==> config.mk <==
export PLATFORM = sky130hd
export DESIGN_NAME = npc_ifu
export DESIGN_NICKNAME = d
export VERILOG_FILES = /design/src/hw/npc_axi_pkg.sv /design/src/hw/npc_core_pkg.sv /design/src/hw/npc_ifu.sv
export SDC_FILE = /design/constraint.sdc
export NUM_CORES = 1
export LEC_CHECK = 0
export BUFFER_PORTS_ARGS = -buffer_cell sky130_fd_sc_hd__buf_2
export CAP_MARGIN = 20
export CORE_ASPECT_RATIO = 0.8
export CORE_MARGIN = 5
export CORE_UTILIZATION = 31
export CTS_CLUSTER_DIAMETER = 30
export DETAILED_ROUTE_END_ITERATION = 10
export MAX_ROUTING_LAYER = met4
export SLEW_MARGIN = 10
export SYNTH_ARGS = -nofsm -noshare
export SYNTH_HDL_FRONTEND = slang
export SYNTH_SLANG_ARGS = --single-unit
==> constraint.sdc <==
create_clock -name clk -period 2.67 [get_ports clk]
set_input_delay 0.1335 -clock clk [delete_from_list [all_inputs] [get_ports clk]]
set_output_delay 0.1335 -clock clk [all_outputs]
set_load 0.01 [all_outputs]
==> src/hw/npc_axi_pkg.sv <==
package npc_axi_pkg;

  // bus geometry
  localparam int unsigned MEM_WORDS  = 1024;
  localparam int unsigned WORD_BYTES = 8;
  localparam int unsigned WORD_OFF   = $clog2(WORD_BYTES);  // byte offset bits in a beat
  localparam int unsigned MEM_IDX_W  = $clog2(MEM_WORDS);

  typedef logic [31:0]          addr_t;
  typedef logic [63:0]          data_t;
  typedef logic [7:0]           strb_t;
  typedef logic [7:0]           len_t;     // beats minus one
  typedef logic [2:0]           size_t;
  typedef logic [1:0]           burst_t;
  typedef logic [1:0]           resp_t;
  typedef logic [MEM_IDX_W-1:0] mem_idx_t; // word index into the sram

  // only 8-byte incrementing bursts on this bus
  localparam size_t  SIZE_8B    = 3'd3;
  localparam burst_t BURST_INCR = 2'b01;
  localparam resp_t  RESP_OKAY  = 2'b00;

endpackage

==> src/hw/npc_core_pkg.sv <==
package npc_core_pkg;

  typedef logic [63:0] pc_t;
  typedef logic [31:0] inst_t;

  localparam pc_t RESET_PC = 64'h0;

  // fetch queue sizing, depth kept a power of two so pointers wrap by themselves
  localparam int unsigned FQ_DEPTH = 4;
  localparam int unsigned FQ_PTR_W = $clog2(FQ_DEPTH);

  typedef logic [FQ_PTR_W-1:0] fq_ptr_t;
  typedef logic [FQ_PTR_W:0]   fq_cnt_t;  // one extra bit to hold FQ_DEPTH

endpackage

==> src/hw/npc_ifu.sv <==
`timescale 1ns/1ps

module npc_ifu (
  input  logic                clk,
  input  logic                arst_n,
  input  logic                pc_update,
  input  npc_core_pkg::pc_t   dnpc,
  output logic                ar_valid,
  output npc_axi_pkg::addr_t  ar_addr,
  output npc_axi_pkg::len_t   ar_len,
  input  logic                ar_ready,
  input  logic                r_valid,
  input  npc_axi_pkg::data_t  r_data,
  input  logic                r_last,
  output logic                r_ready,
  output logic                push,
  output npc_core_pkg::pc_t   push_pc,
  output npc_core_pkg::inst_t push_inst,
  input  logic                full
);

  typedef enum logic [1:0] {S_IDLE, S_REQ, S_WAIT, S_SPLIT} state_e;

  state_e             state_q;
  npc_core_pkg::pc_t  pc_q;      // pc of the next instruction to push
  npc_core_pkg::pc_t  next_pc;
  npc_axi_pkg::addr_t addr_q;    // word address of the read in progress
  npc_axi_pkg::addr_t next_addr;
  npc_axi_pkg::data_t word_q;    // hold register
  logic               stale_q;   // in-flight read belongs to an old stream

  assign ar_valid = (state_q == S_REQ);
  assign ar_addr  = addr_q;
  assign ar_len   = '0;          // single beat per read
  assign r_ready  = (state_q == S_WAIT); // hold register empty

  assign push      = (state_q == S_SPLIT) && !full;
  assign push_pc   = pc_q;
  assign push_inst = pc_q[2] ? word_q[63:32] : word_q[31:0]; // low half first

  // redirect wins over sequential advance
  assign next_pc   = pc_update ? dnpc : (push ? pc_q + 64'd4 : pc_q);
  assign next_addr = npc_axi_pkg::addr_t'(next_pc) &
                     ~npc_axi_pkg::addr_t'(npc_axi_pkg::WORD_BYTES - 1);

  always_ff @(posedge clk or negedge arst_n) begin
    if (!arst_n) begin
      state_q <= S_IDLE;
      pc_q    <= npc_core_pkg::RESET_PC;
      addr_q  <= '0;
      stale_q <= 1'b0;
    end else begin
      pc_q <= next_pc;
      case (state_q)
        S_IDLE: begin
          state_q <= S_REQ;
          addr_q  <= next_addr;
        end
        S_REQ: begin
          // address already offered, so a redirect only marks it stale
          stale_q <= stale_q | pc_update;
          if (ar_ready) state_q <= S_WAIT;
        end
        S_WAIT: begin
          if (r_valid && r_last) begin
            if (stale_q || pc_update) begin
              state_q <= S_REQ;  // drop the old word, refetch
              addr_q  <= next_addr;
              stale_q <= 1'b0;
            end else begin
              state_q <= S_SPLIT;
            end
          end else begin
            stale_q <= stale_q | pc_update;
          end
        end
        S_SPLIT: begin
          if (pc_update || (push && pc_q[2])) begin // redirect or upper half done
            state_q <= S_REQ;
            addr_q  <= next_addr;
          end
        end
        default: state_q <= S_IDLE;
      endcase
    end
  end

  always_ff @(posedge clk) begin
    if (r_valid && r_ready) word_q <= r_data;
  end

  // stalled on a full queue, the offered instruction holds
  a_hold_on_full: assert property (@(posedge clk) disable iff (!arst_n)
    state_q == S_SPLIT && full && !pc_update |=> $stable(push_pc) && $stable(push_inst));

  // request must hold its address until the arbiter takes it
  a_ar_stable: assert property (@(posedge clk) disable iff (!arst_n)
    ar_valid && !ar_ready |=> ar_valid && $stable(ar_addr));

endmodule

Word-level counts from Yosys, hierarchy flattened
Index checks and enable logic that the tools add are counted.
{ "classes": {"muxes": 15, "n_addsub": 1, "bitwise_logic": 1, "eq_ne": 8, "n_reduce_logical": 14} }
{ "op_table": {"columns": ["operator", "count"], "rows": [
  ["32-bit two-way mux", 4],
  ["64-bit two-way mux", 2],
  ["32-bit case mux with 3 select lines", 1],
  ["64-bit by 3-bit adder with 64-bit output, second input constant", 1],
  ["2-bit two-way mux", 4],
  ["2-bit by 1-bit inequality test with 1-bit output, second input constant", 4],
  ["2-bit case mux with 4 select lines", 1],
  ["2-bit equality test, second input constant", 2],
  ["1-bit logical AND", 4],
  ["4-bit AND reduction", 1],
  ["2-bit nonzero test", 2],
  ["3-bit by 2-bit inequality test with 1-bit output, second input constant", 1],
  ["3-bit AND reduction", 1],
  ["3-bit nonzero test", 1],
  ["2-bit by 1-bit equality test with 1-bit output, second input constant", 1],
  ["2-bit logical NOT", 1],
  ["1-bit logical OR", 2],
  ["1-bit two-way mux", 2],
  ["1-bit case mux with 2 select lines", 1],
  ["2-bit AND reduction", 1],
  ["1-bit logical NOT", 1],
  ["1-bit bitwise OR", 1]
]} }
{ "totals": {"in_bits": 135, "wordCells": 45, "reg_bits": 163, "output_inout_bits": 139} }

Longest topological paths before layout
{ "logic_depth": {"depth_word": 7, "depth_mapped": 9, "mapped_depth_nobuf": 7} }

Worst setup path after synthesis
Ideal clock, no wire load.
{ "synth_timing": {"kind": "register -> register", "startpoint": "register state_q[0]", "endpoint": "register word_q[0] (enable)", "period_less_slack_ns": 2.675, "path_stages_with_launch": 4, "path_slack_ns": -0.005, "required_time_ns": 2.241, "n_path_buf": 0, "setup_ns": 0.429, "t_arrival_ns": 2.246, "path_cell_list": "dfrtp_1 -> inv_1 -> ha_1 -> and2_1"} }
{ "synth_between": {"elab_chain_len": 2} }
{ "synth_lines": {"columns": ["item", "line", "rtl"], "rows": [
  ["start, declared", "npc_ifu.sv:24", "state_e state_q;"],
  ["start signal, assigned", "npc_ifu.sv:48", "state_q <= S_IDLE;"],
  ["start signal, assigned", "npc_ifu.sv:56", "state_q <= S_REQ;"],
  ["start signal, assigned", "npc_ifu.sv:62", "if (ar_ready) state_q <= S_WAIT;"],
  ["2-bit equality test", "npc_ifu.sv:35", "assign r_ready = (state_q == S_WAIT);"],
  ["via r_ready", "npc_ifu.sv:15", "output logic r_ready,"],
  ["1-bit logical AND", "npc_ifu.sv:89", "if (r_valid && r_ready) word_q <= r_data;"],
  ["end signal, assigned", "npc_ifu.sv:89", null],
  ["end, declared", "npc_ifu.sv:29", "npc_axi_pkg::data_t word_q;"]
]} }
The timed path passes the listed nets, and every way through them passes these cells.
A chain may end at the register's enable or synchronous reset.

Worst setup path in the final report
{ "layout_timing": {"startpoint": "register state_q[0]", "endpoint": "register pc_q[60] (netlist: push_pc[60])"} }
{ "layout_between": {"elab_chain_len": 3} }
{ "layout_lines": {"columns": ["item", "line", "rtl"], "rows": [
  ["2-bit equality test", "npc_ifu.sv:37", "assign push = (state_q == S_SPLIT) && !full;"],
  ["1-bit logical AND", "npc_ifu.sv:37", null],
  ["2-bit nonzero test (no source line)", null, null],
  ["end signal, assigned", "npc_ifu.sv:49", "pc_q <= npc_core_pkg::RESET_PC;"],
  ["end signal, assigned", "npc_ifu.sv:53", "pc_q <= next_pc;"],
  ["end, declared", "npc_ifu.sv:25", "npc_core_pkg::pc_t pc_q;"]
]} }
No other way between the ends.

==> summary.md <==
| Metric | Value |
|---|---|
| Vias in the first global route | 7,035 |
| Number of synthesized flops with an enable pin | 64 |
| DRC | 0 |
| Routed WL per cell | between 15 and 20 um |
| CP top delay family | simple AND/OR/NAND/NOR gates |
| Clk buf depth | 2 |
| Seq pwr share | 0.399 |
| Placed Cells | around 1,300 |
| Die W | approximately 190 um |
| Top cell by count, worst path | or4_4 |
| Max-Cap Viols | 0 |
| Setup violators final | 0 |
| Fin. max-slew vios | 0 |
| Final clock period utilization by the worst path | 0.955 |
| Finished Layout Cells | roughly 1,400 |
| Worst IR Drop VDD | between 400 and 500 uV |
| RePlAce Congestion | 0.815 |
| Cell area after synthesis | around 7700 um2 |
| Worst-path fanout max | 7 |
| Critical path, cell by cell | ha_1 -> nand4b_1 -> or4_4 -> or4_4 -> o21a_1 -> o31a_1 |
| Final ANT Viol Nets | 0 |
| Worst-Margin Slew | approximately 790 ps |
| Largest net degree at the start of global routing | 75 |
| Status | completed |
| Most common cell after layout, fill and taps aside | buf_2 |
| Site Rows | about 50 |
| Total Routing Usage GR | 0.187 |
| Vias | approximately 7,000 |
| Number of I/O port buffers | about 260 |
| Seq/Total Area, Yosys | 0.563 |
| Initial Util | 0.315 |
| Gate Count Post-Synth | just under 700 |
| Worst skew pair latency | ~430 ps |
| Most frequent cells in the layout | 261 x buf_2, 127 x dlygate4sd3_1, 96 x dfrtp_1 |
| Kind of critical path | reg -> reg |
| Reg2Reg Launch Point | state_q[0]$_DFFE_PN0P_ |
| CTS root buf | clkbuf_16 |
| Max H-tree Level | 4 |
| Total Power | roughly 8.2 mW |
| Max-slew headroom | 0.474 |
| CTS buffer count | 17 |
| CTS tree | done |
| Synth Flop Type | dfrtp_1 |
| Setup crit end kind | flop |
| Drt pass-1 iters | 5 |
| Via-to-Cell Ratio | around 5 |
| Fin crit period | roughly 2500 ps |
| Worst hold path class | in -> reg |
| Seq cells post-synth | between 150 and 200 |
| Syn_area_per_cell | 11.0 um2 |
| Clock Power Share | 0.309 |
| Share of layout cells above drive strength 1 | 0.352 |
| IO Pins | 274 |
| Internal cell power | 5.52 mW |
| NetSw | 2.67 mW |
| Netlist cell types | 52 |
| Ys async rst share | 0.600 |
| Yosys warnings | 0 |
| Power density cells | 722 nW/um2 |
| Max Clock Freq | 392 MHz |
| Die height | ~150 um |
| Clock slew seen by the registers of the worst setup and hold paths | roughly 70 ps |
| Initial antenna violation count | 2 |
| Crit path launch type | flop |
| Area Overhead vs Synth | 47.9% |
| DRT Wirelength | about 26 mm |
| DP HPWL | around 18 mm |
| Overflow after GRT | 0 |
| Switching part of the total power | 0.326 |
| Required time at the worst-slack endpoint | 2980 ps |
| Worst reg2reg setup slack | ~120 ps |
| Hold Crit Start | dnpc[4] |
| Worst Path Arrival | between 2000 and 3000 ps |
| Slowest Stage Delay on Critical Path | around 630 ps |
| CP Buf/Inv Count | 0 |
| Worst path slowest cell | or4_4 |
| Leak Pwr | about 4.7 nW |
| DRT iter0 DRCs | 476 |
| Fin nets | between 1,000 and 1,500 |
| Combinational share of power | 0.292 |
| Die ar. | 28,000 um2 |
| First-pass GRT wire length | a little under 40 mm |
| Clock Skew | between 10 and 15 ps |
| Core box area | 24,400 um2 |
| Hold Fails Final Rpt | 0 |
| CTS sink count | 160 |
| Launch point of the worst path | state_q[0]$_DFFE_PN0P_ |
-- state kept, by name, summed over array words and instances (netlist names) --
signal	cells
push_pc	64
word_q	64
ar_addr	29
state_q	2
stale_q	1
-- final timing paths --
kind / end / cells past startpoint
min in group asynchronous: ar_addr[19]$_DFFE_PN0P_ / 2
max in group asynchronous: stale_q$_DFFE_PN0P_ / 3
min reg2reg: ar_addr[13]$_DFFE_PN0P_ / 2
max reg2reg: push_pc[60]$_DFFE_PN0P_ / 6
max: push_pc[60]$_DFFE_PN0P_ / 6
min: push_pc[4]$_DFF_PN0_ / 3
-- cell type report --
type	instances	area (um2)
sequential	160	4320
multi-input combinational	486	3150
inverter	12	45.0
timing repair buffer	417	2840
fill	2331	13000
antenna	2	5.00
clock buffer	21	469
clock inverter	11	128
tap	318	398
-- tightest hold or removal path: stages --
cell     delay [ps]
buf_2            70
nand2_1          40
o21ai_0         120
-- metrics by stage --
step / TNS [ps] / cell area (um2) / hold WS, ps / setup WS, ps / utilization
finish: 0 / 11400 / 5.73 / 121 / 0.466
global route: -44.8 / 11400 / 25.0 / -31.0 / 0.466
CTS: 0 / 11300 / 1.22 / 1.51 / 0.462
detailed placement: 0 / 9400 / 211 / 2.71 / 0.386
global placement: 0 / 9400 / 212 / 72.7 / 0.386
floorplan: 0 / 7720 / -162 / 325 / -
-- synth_stat cells (2+ instances only) --
| master | n | area, um2 |
|---|---|---|
| nand3_1 | 29 | 145 |
| and2_1 | 3 | 18.8 |
| or3_1 | 20 | 125 |
| mux2_2 | 51 | 574 |
| or4_1 | 17 | 128 |
| or4b_2 | 2 | 20.0 |
| o31ai_1 | 13 | 97.6 |
| nor3_1 | 9 | 45.0 |
| nor3b_1 | 7 | 52.6 |
| a21oi_1 | 12 | 60.1 |
| buf_4 | 11 | 82.6 |
| nor2_1 | 53 | 199 |
| buf_1 | 5 | 18.8 |
| nand2b_1 | 4 | 25.0 |
| dfrtp_1 | 96 | 2400 |
| and4_1 | 5 | 43.8 |
| xnor2_1 | 16 | 140 |
| a22oi_1 | 2 | 15.0 |
| nand2_1 | 68 | 255 |
| o21ai_0 | 37 | 185 |
| o221ai_1 | 9 | 78.8 |
| nand4_1 | 28 | 175 |
| or2_2 | 2 | 12.5 |
| xor2_1 | 8 | 70.1 |
| or4_4 | 3 | 33.8 |
| ha_1 | 5 | 62.6 |
| edfxtp_1 | 64 | 1920 |
| mux2i_1 | 2 | 20.0 |
| clkbuf_1 | 27 | 101 |
| inv_1 | 12 | 45.0 |
| and3_1 | 9 | 56.3 |
| a31o_2 | 2 | 17.5 |
| nor2b_1 | 5 | 31.3 |
| nor4_1 | 8 | 50.1 |
| buf_2 | 5 | 25.0 |
| a31oi_1 | 30 | 188 |
| o31a_1 | 2 | 17.5 |
-- metal layers --
| metal | wire [um] | up-vias | GRT usage |
|---|---|---|---|
| met3 | 1400 | 29 | 0.0418 |
| li1 | - | 3390 | - |
| met4 | 386 | 0 | 0.0455 |
| met1 | 11600 | 3447 | 0.247 |
| met2 | 12600 | 200 | 0.295 |
| met5 | 0 | - | - |
-- cells by family (layout without fill, tap and decap cells) --
logic type               after synthesis  after routing  synth area share
AO/OA/AOI/OAI                        116            116            0.0968
other                                  1             13          0.000488
buffers and inverters                 61            461            0.0370
flip-flops                           160            160             0.563
XOR/XNOR                              24             24            0.0274
AND/OR/NAND/NOR                      276            277             0.190
adder cells (fa/ha/maj)                5              5           0.00815
multiplexers                          53             53            0.0774
-- power by group through the flow --
stage,clock network [mW],registers (mW),logic (mW)
finish,2.53,3.27,2.40
global route,2.68,3.32,2.65
CTS,2.58,3.27,2.41
detailed placement,0,3.31,2.25
global placement,0,3.30,2.23
floorplan,0,3.41,1.16
-- what timing repair did --
action	CTS	global route
resized for setup	0	5
hold buffers	127	0
endpoints found under the hold margin	172	0
endpoints found under the setup margin	4	26
setup buffers	0	6
pin swaps	2	4
cloned	0	1
Note: power is estimated with default switching activity, not from simulation.
