===== config.mk =====
export PLATFORM = sky130hd
export DESIGN_NAME = npc_fetch_queue
export DESIGN_NICKNAME = d
export VERILOG_FILES = /design/src/hw/npc_core_pkg.sv /design/src/hw/npc_fetch_queue.sv
export SDC_FILE = /design/constraint.sdc
export NUM_CORES = 1
export LEC_CHECK = 0
export ABC_AREA = 1
export BUFFER_PORTS_ARGS = -buffer_cell sky130_fd_sc_hd__buf_2
export CAP_MARGIN = 20
export CORE_MARGIN = 8
export CORE_UTILIZATION = 57
export DETAILED_ROUTE_END_ITERATION = 6
export GPL_TIMING_DRIVEN = 0
export PLACE_DENSITY = 0.77
export SLEW_MARGIN = 20
export SYNTH_ARGS = -nofsm -noshare
export SYNTH_HDL_FRONTEND = slang
export SYNTH_SLANG_ARGS = --single-unit

===== constraint.sdc =====
create_clock -name clk -period 5.85 [get_ports clk]
set_clock_uncertainty 0.1 [all_clocks]
set_input_delay 1.17 -clock clk [delete_from_list [all_inputs] [get_ports clk]]
set_output_delay 1.17 -clock clk [all_outputs]
set_load 0.02 [all_outputs]

===== src/hw/npc_core_pkg.sv =====
package npc_core_pkg;

  typedef logic [63:0] pc_t;
  typedef logic [31:0] inst_t;

  localparam pc_t RESET_PC = 64'h0;

  // fetch queue sizing, depth kept a power of two so pointers wrap by themselves
  localparam int unsigned FQ_DEPTH = 4;
  localparam int unsigned FQ_PTR_W = $clog2(FQ_DEPTH);

  typedef logic [FQ_PTR_W-1:0] fq_ptr_t;
  typedef logic [FQ_PTR_W:0]   fq_cnt_t;  // one extra bit to hold FQ_DEPTH

endpackage


===== src/hw/npc_fetch_queue.sv =====
`timescale 1ns/1ps

module npc_fetch_queue (
  input  logic                clk,
  input  logic                arst_n,
  input  logic                flush,
  input  logic                push,
  input  npc_core_pkg::pc_t   push_pc,
  input  npc_core_pkg::inst_t push_inst,
  output logic                full,
  output logic                inst_valid,
  output npc_core_pkg::pc_t   inst_pc,
  output npc_core_pkg::inst_t inst,
  input  logic                inst_ready
);

  npc_core_pkg::pc_t    pc_mem   [npc_core_pkg::FQ_DEPTH];
  npc_core_pkg::inst_t  inst_mem [npc_core_pkg::FQ_DEPTH];
  npc_core_pkg::fq_ptr_t rd_ptr_q, wr_ptr_q;
  npc_core_pkg::fq_cnt_t count_q;
  logic                  do_push, do_pop;

  assign full       = (count_q == npc_core_pkg::fq_cnt_t'(npc_core_pkg::FQ_DEPTH));
  assign inst_valid = (count_q != '0);
  assign inst_pc    = pc_mem[rd_ptr_q];
  assign inst       = inst_mem[rd_ptr_q];

  assign do_push = push && !full && !flush; // push in a flush cycle is dropped
  assign do_pop  = inst_valid && inst_ready && !flush;

  always_ff @(posedge clk or negedge arst_n) begin
    if (!arst_n) begin
      rd_ptr_q <= '0;
      wr_ptr_q <= '0;
      count_q  <= '0;
    end else if (flush) begin
      rd_ptr_q <= '0;
      wr_ptr_q <= '0;
      count_q  <= '0;
    end else begin
      if (do_push) wr_ptr_q <= wr_ptr_q + 1'b1;
      if (do_pop)  rd_ptr_q <= rd_ptr_q + 1'b1;
      case ({do_push, do_pop})
        2'b10:   count_q <= count_q + 1'b1;
        2'b01:   count_q <= count_q - 1'b1;
        default: count_q <= count_q;   // both or neither
      endcase
    end
  end

  always_ff @(posedge clk) begin
    if (do_push) begin
      pc_mem[wr_ptr_q]   <= push_pc;
      inst_mem[wr_ptr_q] <= push_inst;
    end
  end

  a_count_bound: assert property (@(posedge clk) disable iff (!arst_n)
    count_q <= npc_core_pkg::fq_cnt_t'(npc_core_pkg::FQ_DEPTH));

endmodule


==> Word level (Yosys, flattened, before mapping) <==
Memory sizes are Yosys's and may differ from the RTL's.
Cells that the tools add are included.
{ "totals": {"wordCells": 30, "reg_bits": 7, "output_inout_bits": 98, "inputBits": 101, "memories": 2, "ramBits": 384} }
{ "op_classes": {"n_mux": 8, "reduce_logical": 10, "add_sub_neg": 4, "eq_ne": 3} }
{ "memory_table": {"columns": ["name", "words", "width", "read_ports", "rd_clocked_by_memory_dff", "write_ports", "line_no", "text"], "rows": [
  ["pc_mem", 4, 64, 1, 0, 1, "npc_fetch_queue.sv:17", "npc_core_pkg::pc_t pc_mem [npc_core_pkg::FQ_DEPTH];"],
  ["inst_mem", 4, 32, 1, 0, 1, "npc_fetch_queue.sv:18", "npc_core_pkg::inst_t inst_mem [npc_core_pkg::FQ_DEPTH];"]
]} }
{ "op_table": {"columns": ["operator", "count"], "rows": [
  ["$mux 2", 4],
  ["$pmux 3 s2", 1],
  ["$reduce_bool 3->1", 2],
  ["$add 2x1->2 const B", 2],
  ["$logic_and 1x1->1", 4],
  ["$reduce_bool 2->1", 2],
  ["$add 3x1->3 const B", 1],
  ["$eq 3x3->1 const B", 1],
  ["$mux 3", 1],
  ["$sub 3x1->3 const B", 1],
  ["$eq 2x1->1 const B", 1],
  ["$eq 2x2->1 const B", 1],
  ["$logic_not 1->1", 2],
  ["$mux 1", 2]
]} }

==> Longest topological paths before layout <==
Gate-level depths: netlist of run 1.
{ "logic_depth": {"ltp_word": 7, "ltp_mapped": 13, "mapped_depth_nobuf": 13} }

==> Least setup slack after synthesis of run 1 <==
Ideal clock, no wire load.
{ "synth_path": {"kind": "input to register", "start": "input port flush", "end": "memory inst_mem[0][0] (netlist name), enable pin", "t_required_ns": 5.198, "setup_ns": 0.552, "arrival_ns": 5.490, "n_path_buf": 0, "setup_slack_ns": -0.292, "path_stages": 3, "path_cell_list": "inv_1 nand3_2 nor2_1"} }
{ "synth_between": {"elab_chain_len": 4} }
{ "synth_rtl": {"columns": ["item", "line_no", "text"], "rows": [
  ["from (decl)", "npc_fetch_queue.sv:6", "input logic flush,"],
  ["$logic_not 1->1", "npc_fetch_queue.sv:28", "assign do_push = push && !full && !flush;"],
  ["$logic_and 1x1->1", "npc_fetch_queue.sv:28", null],
  ["$mux 1", "npc_fetch_queue.sv:52", "if (do_push) begin"],
  ["$mux 1 (implied by the code)", "npc_fetch_queue.sv:54", "inst_mem[wr_ptr_q] <= push_inst;"],
  ["to (decl)", "npc_fetch_queue.sv:18", null]
]} }
Every way passes these cells.

==> Final worst setup path of run 1 <==
{ "layout_path": {"start": "register rd_ptr_q[1]", "end": "output port inst_pc[59]"} }
{ "layout_between": {"elab_chain_len": 1} }
{ "layout_rtl": {"columns": ["item", "line_no", "text"], "rows": [
  ["from (decl)", "npc_fetch_queue.sv:19", "npc_core_pkg::fq_ptr_t rd_ptr_q, wr_ptr_q;"],
  ["from (signal assigned)", "npc_fetch_queue.sv:42", "if (do_pop) rd_ptr_q <= rd_ptr_q + 1'b1;"],
  ["$mem_v2 4x64", null, null],
  ["to (decl)", "npc_fetch_queue.sv:12", "output npc_core_pkg::pc_t inst_pc,"]
]} }
Every way passes these cells.

==> insert_results.sql, run 1 <==
INSERT INTO impl_metrics (metric_group, metric, value, unit) VALUES
('timing', 'final_hold_viol_count', '0', ''),
('global_routing', 'grt.overflow.total', '0', ''),
('timing', 'max_slew.worst_pin.slew', '755', 'ps'),
('placed_design', 'dpl-instance-area', '16500', 'sq um'),
('timing', 'finalMaxSlewViolations', '0', ''),
('cts', 'worst_path_clk_slew', '60', 'ps'),
('floorplan', 'start_util', '0.582', ''),
('critical_path', 'rr_worst_depth', '6', ''),
('synthesis', 'synth_sequential_area_ratio', '0.796', ''),
('critical_path', 'reg2reg_to', 'pc_mem[3][22]$_DFFE_PP_', ''),
('finish', 'leading_cell_type_in_the_layout_fill_and_taps_excluded', 'sky130_fd_sc_hd__edfxtp_1', ''),
('power', 'worst_ir_drop_vdd', '0.314', 'mV'),
('cts', 'clock_sink_count', '391', ''),
('synthesis', 'yosys.area_share.adder', '0.00477', ''),
('power', 'fin_total_pwr', '0.00759', 'W'),
('cts', 'htree_levels', '2', ''),
('timing', 'holdWs', '388', 'ps'),
('synthesis', 'postSynthAreaPerCell', '14.8', 'sq um'),
('route', 'vias', '9312', ''),
('critical_path', 'timing.rr.start', 'count_q[0]$_DFFE_PN0P_', ''),
('finish', 'area_growth_syn_to_layout', '20.3', '%'),
('timing', 'min_period', '3740', 'ps'),
('placed_design', 'port_buffers', '198', ''),
('synthesis', 'synth_xor_area_frac', '0.000596', ''),
('route', 'drt-vias-per-instance', '5.78', ''),
('route', 'first_iter_violations', '954', ''),
('critical_path', 'critical_path_class', 'reg2out', ''),
('synthesis', 'share_of_cell_area_taken_by_muxes_after_synthesis', '0', ''),
('cts', 'tritoncts.num_buffers', '39', ''),
('global_routing', 'grt_max_degree', '25', ''),
('timing', 'finalSetupViolCount', '0', ''),
('critical_path', 'critPathRequiredTime', '4580', 'ps'),
('floorplan', 'io_pins', '199', ''),
('timing', 'period_share', '0.640', ''),
('run', 'cap_violations', '0', ''),
('synthesis', 'syn_inst', '992', ''),
('floorplan', 'core_area', '25300', 'sq um'),
('finish', 'most-common-layout-cells', 'sky130_fd_sc_hd__edfxtp_1 (384), sky130_fd_sc_hd__buf_2 (207), sky130_fd_sc_hd__nor2_1 (194)', ''),
('critical_path', 'arrival', '2470', 'ps'),
('floorplan', 'die_area', '31200', 'sq um'),
('finish', 'layout.core_utilization', '0.701', ''),
('route', 'drt_pass1_iterations', '5', ''),
('synthesis', 'cell_area_after_technology_mapping', '14700', 'sq um'),
('finish', 'fin_nets', '1354', ''),
('outcome', 'outcome', 'completed', ''),
('floorplan', 'die-height', '177', 'microns'),
('cts', 'cts_setup_buffers', '0', ''),
('synthesis', 'synth_compound_gate_area_share', '0.109', ''),
('synthesis', 'synthesis.yosys.warnings', '0', ''),
('synthesis', 'dominant_combinational_cell_family_by_area_after_synthesis', 'compound AO/OA/AOI/OAI gates', ''),
('finish', 'drive_gt1_frac', '0.247', ''),
('critical_path', 'critPathMaxFanout', '10', ''),
('finish', 'fillers', '1666', ''),
('floorplan', 'die_w', '177', 'microns'),
('cts', 'tritoncts', 'done', ''),
('cts', 'cts.hold.buffers_added', '0', ''),
('timing', 'max_frequency', '0.267', 'GHz'),
('cts', 'root_buffer', 'sky130_fd_sc_hd__clkbuf_16', ''),
('worst_hold_path', 'worst_hold_path_type', 'in2async', ''),
('synthesis', 'synthesized_net_count', '1098', ''),
('synthesis', 'synth.distinct_cells', '23', ''),
('power', 'p_leak', '6.28', 'nW'),
('route', 'drcViolationCount', '0', ''),
('placed_design', 'dp.final_hpwl', '22300', 'microns'),
('global_routing', 'globalRouteTotalUtil', '0.216', ''),
('global_routing', 'first_global_vias', '9350', ''),
('cts', 'post_cts_resized', '0', ''),
('critical_path', 'timing.critical_path.from_type', 'flip-flop', ''),
('global_routing', 'number_of_antenna_violations_at_the_first_check_in_global_routing', '3', ''),
('timing', 'grt_setup_unrepaired', 'no', ''),
('placed_design', 'gpl.final_weighted_congestion', '0.740', ''),
('floorplan', 'placementRows', '58', ''),
('cts', 'clock_latency_of_the_later_clocked_register_in_the_worst_skew_pair', '510', 'ps'),
('synthesis', 'synth_simple_gate_area_frac', '0.0578', ''),
('route', 'detail_route.wl_per_cell', '21.4', 'microns'),
('timing', 'maxSlewHeadroom', '0.495', ''),
('global_routing', 'grt_pass1_wl', '52300', 'microns'),
('critical_path', 'crit_path_end_kind', 'output pin', ''),
('power', 'power_density', '429', 'nW/um^2'),
('route', 'final_antenna_net_count', '0', ''),
('critical_path', 'ff2ff_setup_slack', '3360', 'ps'),
('synthesis', 'yosys_register_bits', '391', ''),
('cts', 'cts.path.max_buffers', '3', ''),
('finish', 'layout.cell_area.non_filler', '17700', 'sq um'),
('route', 'postRouteWirelength', '34500', 'microns');
==> report_power, final <==
group / internal, W / leakage [nW] / switching (W)
clock: 0.00129 / 0.562 / 0.000961
combinational: 0.000636 / 2.14 / 0.00138
sequential: 0.00327 / 3.58 / 0.0000571
total: 0.00519 / 6.28 / 0.00240
==> cells by family after synthesis <==
| group | count (synthesis) |
|---|---|
| AND/OR/NAND/NOR | 223 |
| AO/OA/AOI/OAI | 296 |
| XOR/XNOR | 1 |
| buffers and inverters | 76 |
| flip-flops | 391 |
| adder cells (fa/ha/maj) | 5 |
==> worst max-delay path, cell delays in order (launching register included) <==
cell and delay [ps]:
sky130_fd_sc_hd__dfrtp_1 560, sky130_fd_sc_hd__inv_2 310, sky130_fd_sc_hd__clkbuf_2 290, sky130_fd_sc_hd__buf_2 270
sky130_fd_sc_hd__o21ai_1 110, sky130_fd_sc_hd__o22ai_1 190, sky130_fd_sc_hd__buf_2 220
==> sequential cells by signal, indices dropped and copies added (netlist names) <==
register,cells
pc_mem,256
count_q,3
wr_ptr_q,2
rd_ptr_q,2
inst_mem,128
==> per-layer routing <==
layer  vias to the layer above  wire length (microns)  track usage
li1                       4270                      -            -
met1                      4588                  13900        0.286
met2                       411                  17400        0.360
met3                        41                   2780       0.0457
met4                         2                    480       0.0550
met5                         -                     13            0
==> through the flow <==
stage / setup TNS (ps) / cells / setup slack, ps
finish: 0 / 1611 / 2110
global route: 0 / 1607 / 1990
CTS: 0 / 1605 / 2060
detailed placement: 0 / 1537 / 2490
global placement: -1268520 / 1520 / -3440
floorplan: -112060 / 992 / -292
==> synthesized netlist by cell type <==
cell type,n,share of area
sky130_fd_sc_hd__nand2_1,20,0.0051
sky130_fd_sc_hd__xnor2_1,1,0.00060
sky130_fd_sc_hd__inv_1,11,0.0028
sky130_fd_sc_hd__inv_4,1,0.00043
sky130_fd_sc_hd__nand3_2,1,0.00068
sky130_fd_sc_hd__o21ai_1,81,0.028
sky130_fd_sc_hd__edfxtp_1,384,0.78
sky130_fd_sc_hd__a21oi_1,3,0.0010
sky130_fd_sc_hd__nand2_2,1,0.00043
sky130_fd_sc_hd__buf_2,9,0.0031
sky130_fd_sc_hd__buf_4,16,0.0082
sky130_fd_sc_hd__ha_1,4,0.0034
sky130_fd_sc_hd__nor2_1,198,0.051
sky130_fd_sc_hd__buf_6,13,0.010
sky130_fd_sc_hd__nand3_1,3,0.0010
sky130_fd_sc_hd__inv_2,2,0.00051
sky130_fd_sc_hd__fa_1,1,0.0014
sky130_fd_sc_hd__o21ai_0,115,0.039
sky130_fd_sc_hd__clkbuf_1,18,0.0046
sky130_fd_sc_hd__clkbuf_2,6,0.0020
sky130_fd_sc_hd__o22ai_1,96,0.041
sky130_fd_sc_hd__dfrtp_1,7,0.012
sky130_fd_sc_hd__a21boi_0,1,0.00051
==> worst max path at each step <==
stage,slack (ps),to,from,depth (start not counted)
2_1_floorplan,-290,inst_mem[0][0]$_DFFE_PP_,flush,3
6_report,2110,inst_pc[59],rd_ptr_q[1]$_DFFE_PN0P_,6
3_5_place_dp,2490,pc_mem[3][22]$_DFFE_PP_,flush,6
4_1_cts,2060,inst_pc[60],rd_ptr_q[1]$_DFFE_PN0P_,6
3_3_place_gp,-3440,pc_mem[3][15]$_DFFE_PP_,flush,4
5_1_grt,1990,inst_pc[46],rd_ptr_q[1]$_DFFE_PN0P_,6
==> layout make-up <==
class	instances	area, sq um	share of cell area
tap	330	413	0.0233
timing repair buffer	215	1380	0.0782
buffer	62	409	0.0231
multi-input combinational	525	2560	0.145
sequential	391	11700	0.662
inverter	14	55.1	0.00311
clock inverter	17	73.8	0.00417
antenna	6	15.0	0.000849
clock buffer	51	1070	0.0607
Note: power is estimated with default switching activity, not from simulation.
==> inputs of run 2 (changes only) <==
ABC_AREA = 0   (was 1)
CORE_UTILIZATION = 51   (was 57)
PLACE_DENSITY = 0.73   (was 0.77)
clock period = 3.32 ns   (was 5.85 ns; I/O delays follow)
==> insert_results.sql, run 2 <==
INSERT INTO impl_metrics (metric_group, metric, value, unit) VALUES
('global_routing', 'grt_max_degree', '51', ''),
('floorplan', 'die_w', '184', 'microns'),
('synthesis', 'postSynth.topFlopCell', 'sky130_fd_sc_hd__edfxtp_1', ''),
('synthesis', 'synthesized_net_count', '675', ''),
('critical_path', 'timing.critical_path.from_type', 'flip-flop', ''),
('finish', 'area_growth_syn_to_layout', '19.3', '%'),
('global_routing', 'grt.overflow.total', '0', ''),
('power', 'p_leak', '5.74', 'nW'),
('finish', 'most-common-layout-cells', 'sky130_fd_sc_hd__edfxtp_1 (384), sky130_fd_sc_hd__buf_2 (211), sky130_fd_sc_hd__mux4_2 (96)', ''),
('placed_design', 'gpl.final_weighted_congestion', '0.778', ''),
('placed_design', 'port_buffers', '197', ''),
('route', 'postRouteWirelength', '27700', 'microns'),
('route', 'drt-vias-per-instance', '5.54', ''),
('synthesis', 'yosys_top_cell_area_share', '0.800', ''),
('global_routing', 'first_global_vias', '7384', ''),
('cts', 'htree_levels', '2', ''),
('route', 'vias', '6772', ''),
('critical_path', 'ff2ff_setup_slack', '800', 'ps'),
('run', 'cap_violations', '0', ''),
('finish', 'leading_cell_type_in_the_layout_fill_and_taps_excluded', 'sky130_fd_sc_hd__edfxtp_1', ''),
('global_routing', 'globalRouteTotalUtil', '0.163', ''),
('cts', 'cts.path.max_buffers', '3', ''),
('cts', 'cts.hold.buffers_added', '1', ''),
('outcome', 'outcome', 'completed', ''),
('finish', 'largest_register_ffs', '256', ''),
('critical_path', 'timing.rr.start', 'count_q[2]$_DFFE_PN0P_', ''),
('timing', 'maxSlewHeadroom', '0.477', ''),
('synthesis', 'cell_area_after_technology_mapping', '14400', 'sq um'),
('floorplan', 'die-height', '184', 'microns'),
('finish', 'layout.cell_area.non_filler', '17200', 'sq um'),
('timing', 'period_share', '0.924', ''),
('worst_hold_path', 'worst_hold_startpoint', 'push_pc[55]', ''),
('finish', 'fin_nets', '918', ''),
('timing', 'final_hold_viol_count', '0', ''),
('critical_path', 'crit_end', 'inst[23]', ''),
('synthesis', 'synthesis.yosys.warnings', '0', ''),
('timing', 'finalMaxSlewViolations', '0', ''),
('cts', 'post_cts_resized', '0', ''),
('synthesis', 'edff_count_synth', '384', ''),
('synthesis', 'synth_sequential_area_ratio', '0.812', ''),
('route', 'drcViolationCount', '0', ''),
('timing', 'grt_setup_unrepaired', 'no', ''),
('route', 'final_antenna_net_count', '0', ''),
('floorplan', 'die_area', '33900', 'sq um'),
('timing', 'finalSetupViolCount', '0', ''),
('critical_path', 'critPathRequiredTime', '2560', 'ps'),
('floorplan', 'core_area', '27800', 'sq um'),
('critical_path', 'cp-startpoint', 'rd_ptr_q[1]$_DFFE_PN0P_', ''),
('route', 'detail_route.wl_per_cell', '22.6', 'microns'),
('critical_path', 'worst-path-buf-inv', '3', ''),
('critical_path', 'cp_cell_sequence', 'buf_2, clkbuf_1, mux4_2, buf_2', ''),
('cts', 'worst_path_clk_slew', '60', 'ps'),
('critical_path', 'critical_path_class', 'reg2out', ''),
('floorplan', 'start_util', '0.519', ''),
('synthesis', 'synth_top_cells_by_area', 'sky130_fd_sc_hd__edfxtp_1 (80%), sky130_fd_sc_hd__mux4_2 (15%), sky130_fd_sc_hd__dfrtp_1 (1.2%)', ''),
('route', 'drt_pass1_iterations', '5', ''),
('cts', 'clock_latency_of_the_later_clocked_register_in_the_worst_skew_pair', '520', 'ps'),
('critical_path', 'timing.critical_path.slowest_cell_delay', '630', 'ps'),
('synthesis', 'syn_inst', '569', ''),
('cts', 'root_buffer', 'sky130_fd_sc_hd__clkbuf_16', ''),
('floorplan', 'placementRows', '61', ''),
('timing', 'max_frequency', '0.326', 'GHz'),
('placed_design', 'dpl-instance-area', '16000', 'sq um'),
('route', 'first_iter_violations', '420', ''),
('critical_path', 'crit_path_end_kind', 'output pin', ''),
('finish', 'drive_gt1_frac', '0.443', ''),
('critical_path', 'crit_family', 'buffers and inverters', ''),
('cts', 'tritoncts.num_buffers', '39', ''),
('finish', 'finalNonFillerCells', '1222', ''),
('timing', 'min_period', '3070', 'ps'),
('global_routing', 'grt_pass1_wl', '42100', 'microns'),
('floorplan', 'io_pins', '199', ''),
('synthesis', 'post_synth_arst_share', '0.0179', ''),
('critical_path', 'rr_worst_depth', '4', ''),
('critical_path', 'cp_slowest_cell', 'sky130_fd_sc_hd__clkbuf_1', ''),
('finish', 'registers.top_by_ff_count', 'pc_mem', ''),
('synthesis', 'yosys_register_bits', '391', ''),
('cts', 'clock_sink_count', '391', ''),
('critical_path', 'path_common_cell', 'sky130_fd_sc_hd__buf_2', ''),
('power', 'worst_ir_drop_vdd', '0.523', 'mV'),
('cts', 'cts_setup_buffers', '0', ''),
('critical_path', 'arrival', '2300', 'ps'),
('timing', 'max_slew.worst_pin.slew', '785', 'ps'),
('global_routing', 'number_of_antenna_violations_at_the_first_check_in_global_routing', '0', ''),
('worst_hold_path', 'worst_hold_path_type', 'in2reg', ''),
('placed_design', 'dp.final_hpwl', '17700', 'microns'),
('critical_path', 'critPathMaxFanout', '10', ''),
('cts', 'tritoncts', 'done', ''),
('synthesis', 'synth_top_area_cell', 'sky130_fd_sc_hd__edfxtp_1', ''),
('synthesis', 'synth.distinct_cells', '34', ''),
('critical_path', 'cp.depth', '4', ''),
('placed_design', 'dp_cells', '1148', ''),
('critical_path', 'reg2reg_to', 'pc_mem[1][31]$_DFFE_PP_', ''),
('finish', 'layout_top_registers', 'pc_mem (256), inst_mem (128), count_q (3)', ''),
('synthesis', 'yosys.cell_count.top_type', 'sky130_fd_sc_hd__edfxtp_1', ''),
('power', 'power_density', '642', 'nW/um^2'),
('synthesis', 'yosys-top-cells-count', 'sky130_fd_sc_hd__edfxtp_1 (384), sky130_fd_sc_hd__mux4_2 (96), sky130_fd_sc_hd__buf_2 (14)', ''),
('synthesis', 'postSynthAreaPerCell', '25.3', 'sq um'),
('timing', 'final.setup.tns', '0', 'ps');
[run 2: layer usage]
metal	GRT usage	up-vias	part of all wire
met3	0.0364	42	0.070
met4	0.0429	0	0.019
met1	0.209	3549	0.40
met2	0.280	246	0.51
met5	0	-	0
li1	-	2935	-
[run 2: worst min-delay path by stage]
stage | cells after the start | to | slack, ps
2_1_floorplan | 0 | count_q[0]$_DFFE_PN0P_ | 270
3_3_place_gp | 1 | wr_ptr_q[1]$_DFFE_PN0P_ | 400
3_5_place_dp | 1 | wr_ptr_q[1]$_DFFE_PN0P_ | 410
4_1_cts | 1 | pc_mem[1][16]$_DFFE_PP_ | 240
5_1_grt | 1 | inst_mem[2][3]$_DFFE_PP_ | 240
6_report | 1 | pc_mem[3][55]$_DFFE_PP_ | 260
[run 2: cell type report]
class	count	area (sq um)
Inverter	4	15.0
Multi-Input combinational cell	146	2520
Sequential cell	391	11700
Clock inverter	22	146
Antenna cell	2	5.00
Tap cell	378	473
Clock buffer	49	1030
Buffer	28	173
Timing Repair Buffer	202	1110
Fill cell	1963	10600
[run 2: logic make-up after synthesis]
logic type / count (synthesis) / synth area share
flops: 391 / 0.812
mux: 96 / 0.150
buf+inv: 32 / 0.0130
simple gates: 25 / 0.0103
compound gates: 17 / 0.00747
fa+ha+maj: 5 / 0.00486
xor+xnor: 3 / 0.00182
[run 2: metrics by stage]
step / total power (W) / utilization / worst slack [ps] / hold WS (ps)
after detailed placement: 0.00712 / 0.575 / 224 / 411
final: 0.0110 / 0.619 / 253 / 257
after CTS: 0.0111 / 0.618 / 165 / 238
after floorplan: 0.00663 / - / 365 / 268
after global routing: 0.0114 / 0.618 / 104 / 243
after global placement: 0.00707 / 0.571 / -601 / 400
[run 2: worst reg2reg max path, stage by stage, from the launching register on]
cell	delay, ps
sky130_fd_sc_hd__dfrtp_1	390
sky130_fd_sc_hd__nor3b_1	200
sky130_fd_sc_hd__nor3_1	350
sky130_fd_sc_hd__and2_4	740
sky130_fd_sc_hd__buf_16	330
[run 2: where the power goes]
part | switching, W | total [W] | internal, W | leakage [nW]
Clock | 0.00174 | 0.00404 | 0.00230 | 0.573
Sequential | 0.0000370 | 0.00562 | 0.00558 | 3.58
Combinational | 0.000785 | 0.00137 | 0.000581 | 1.59
Total | 0.00257 | 0.0110 | 0.00846 | 5.74
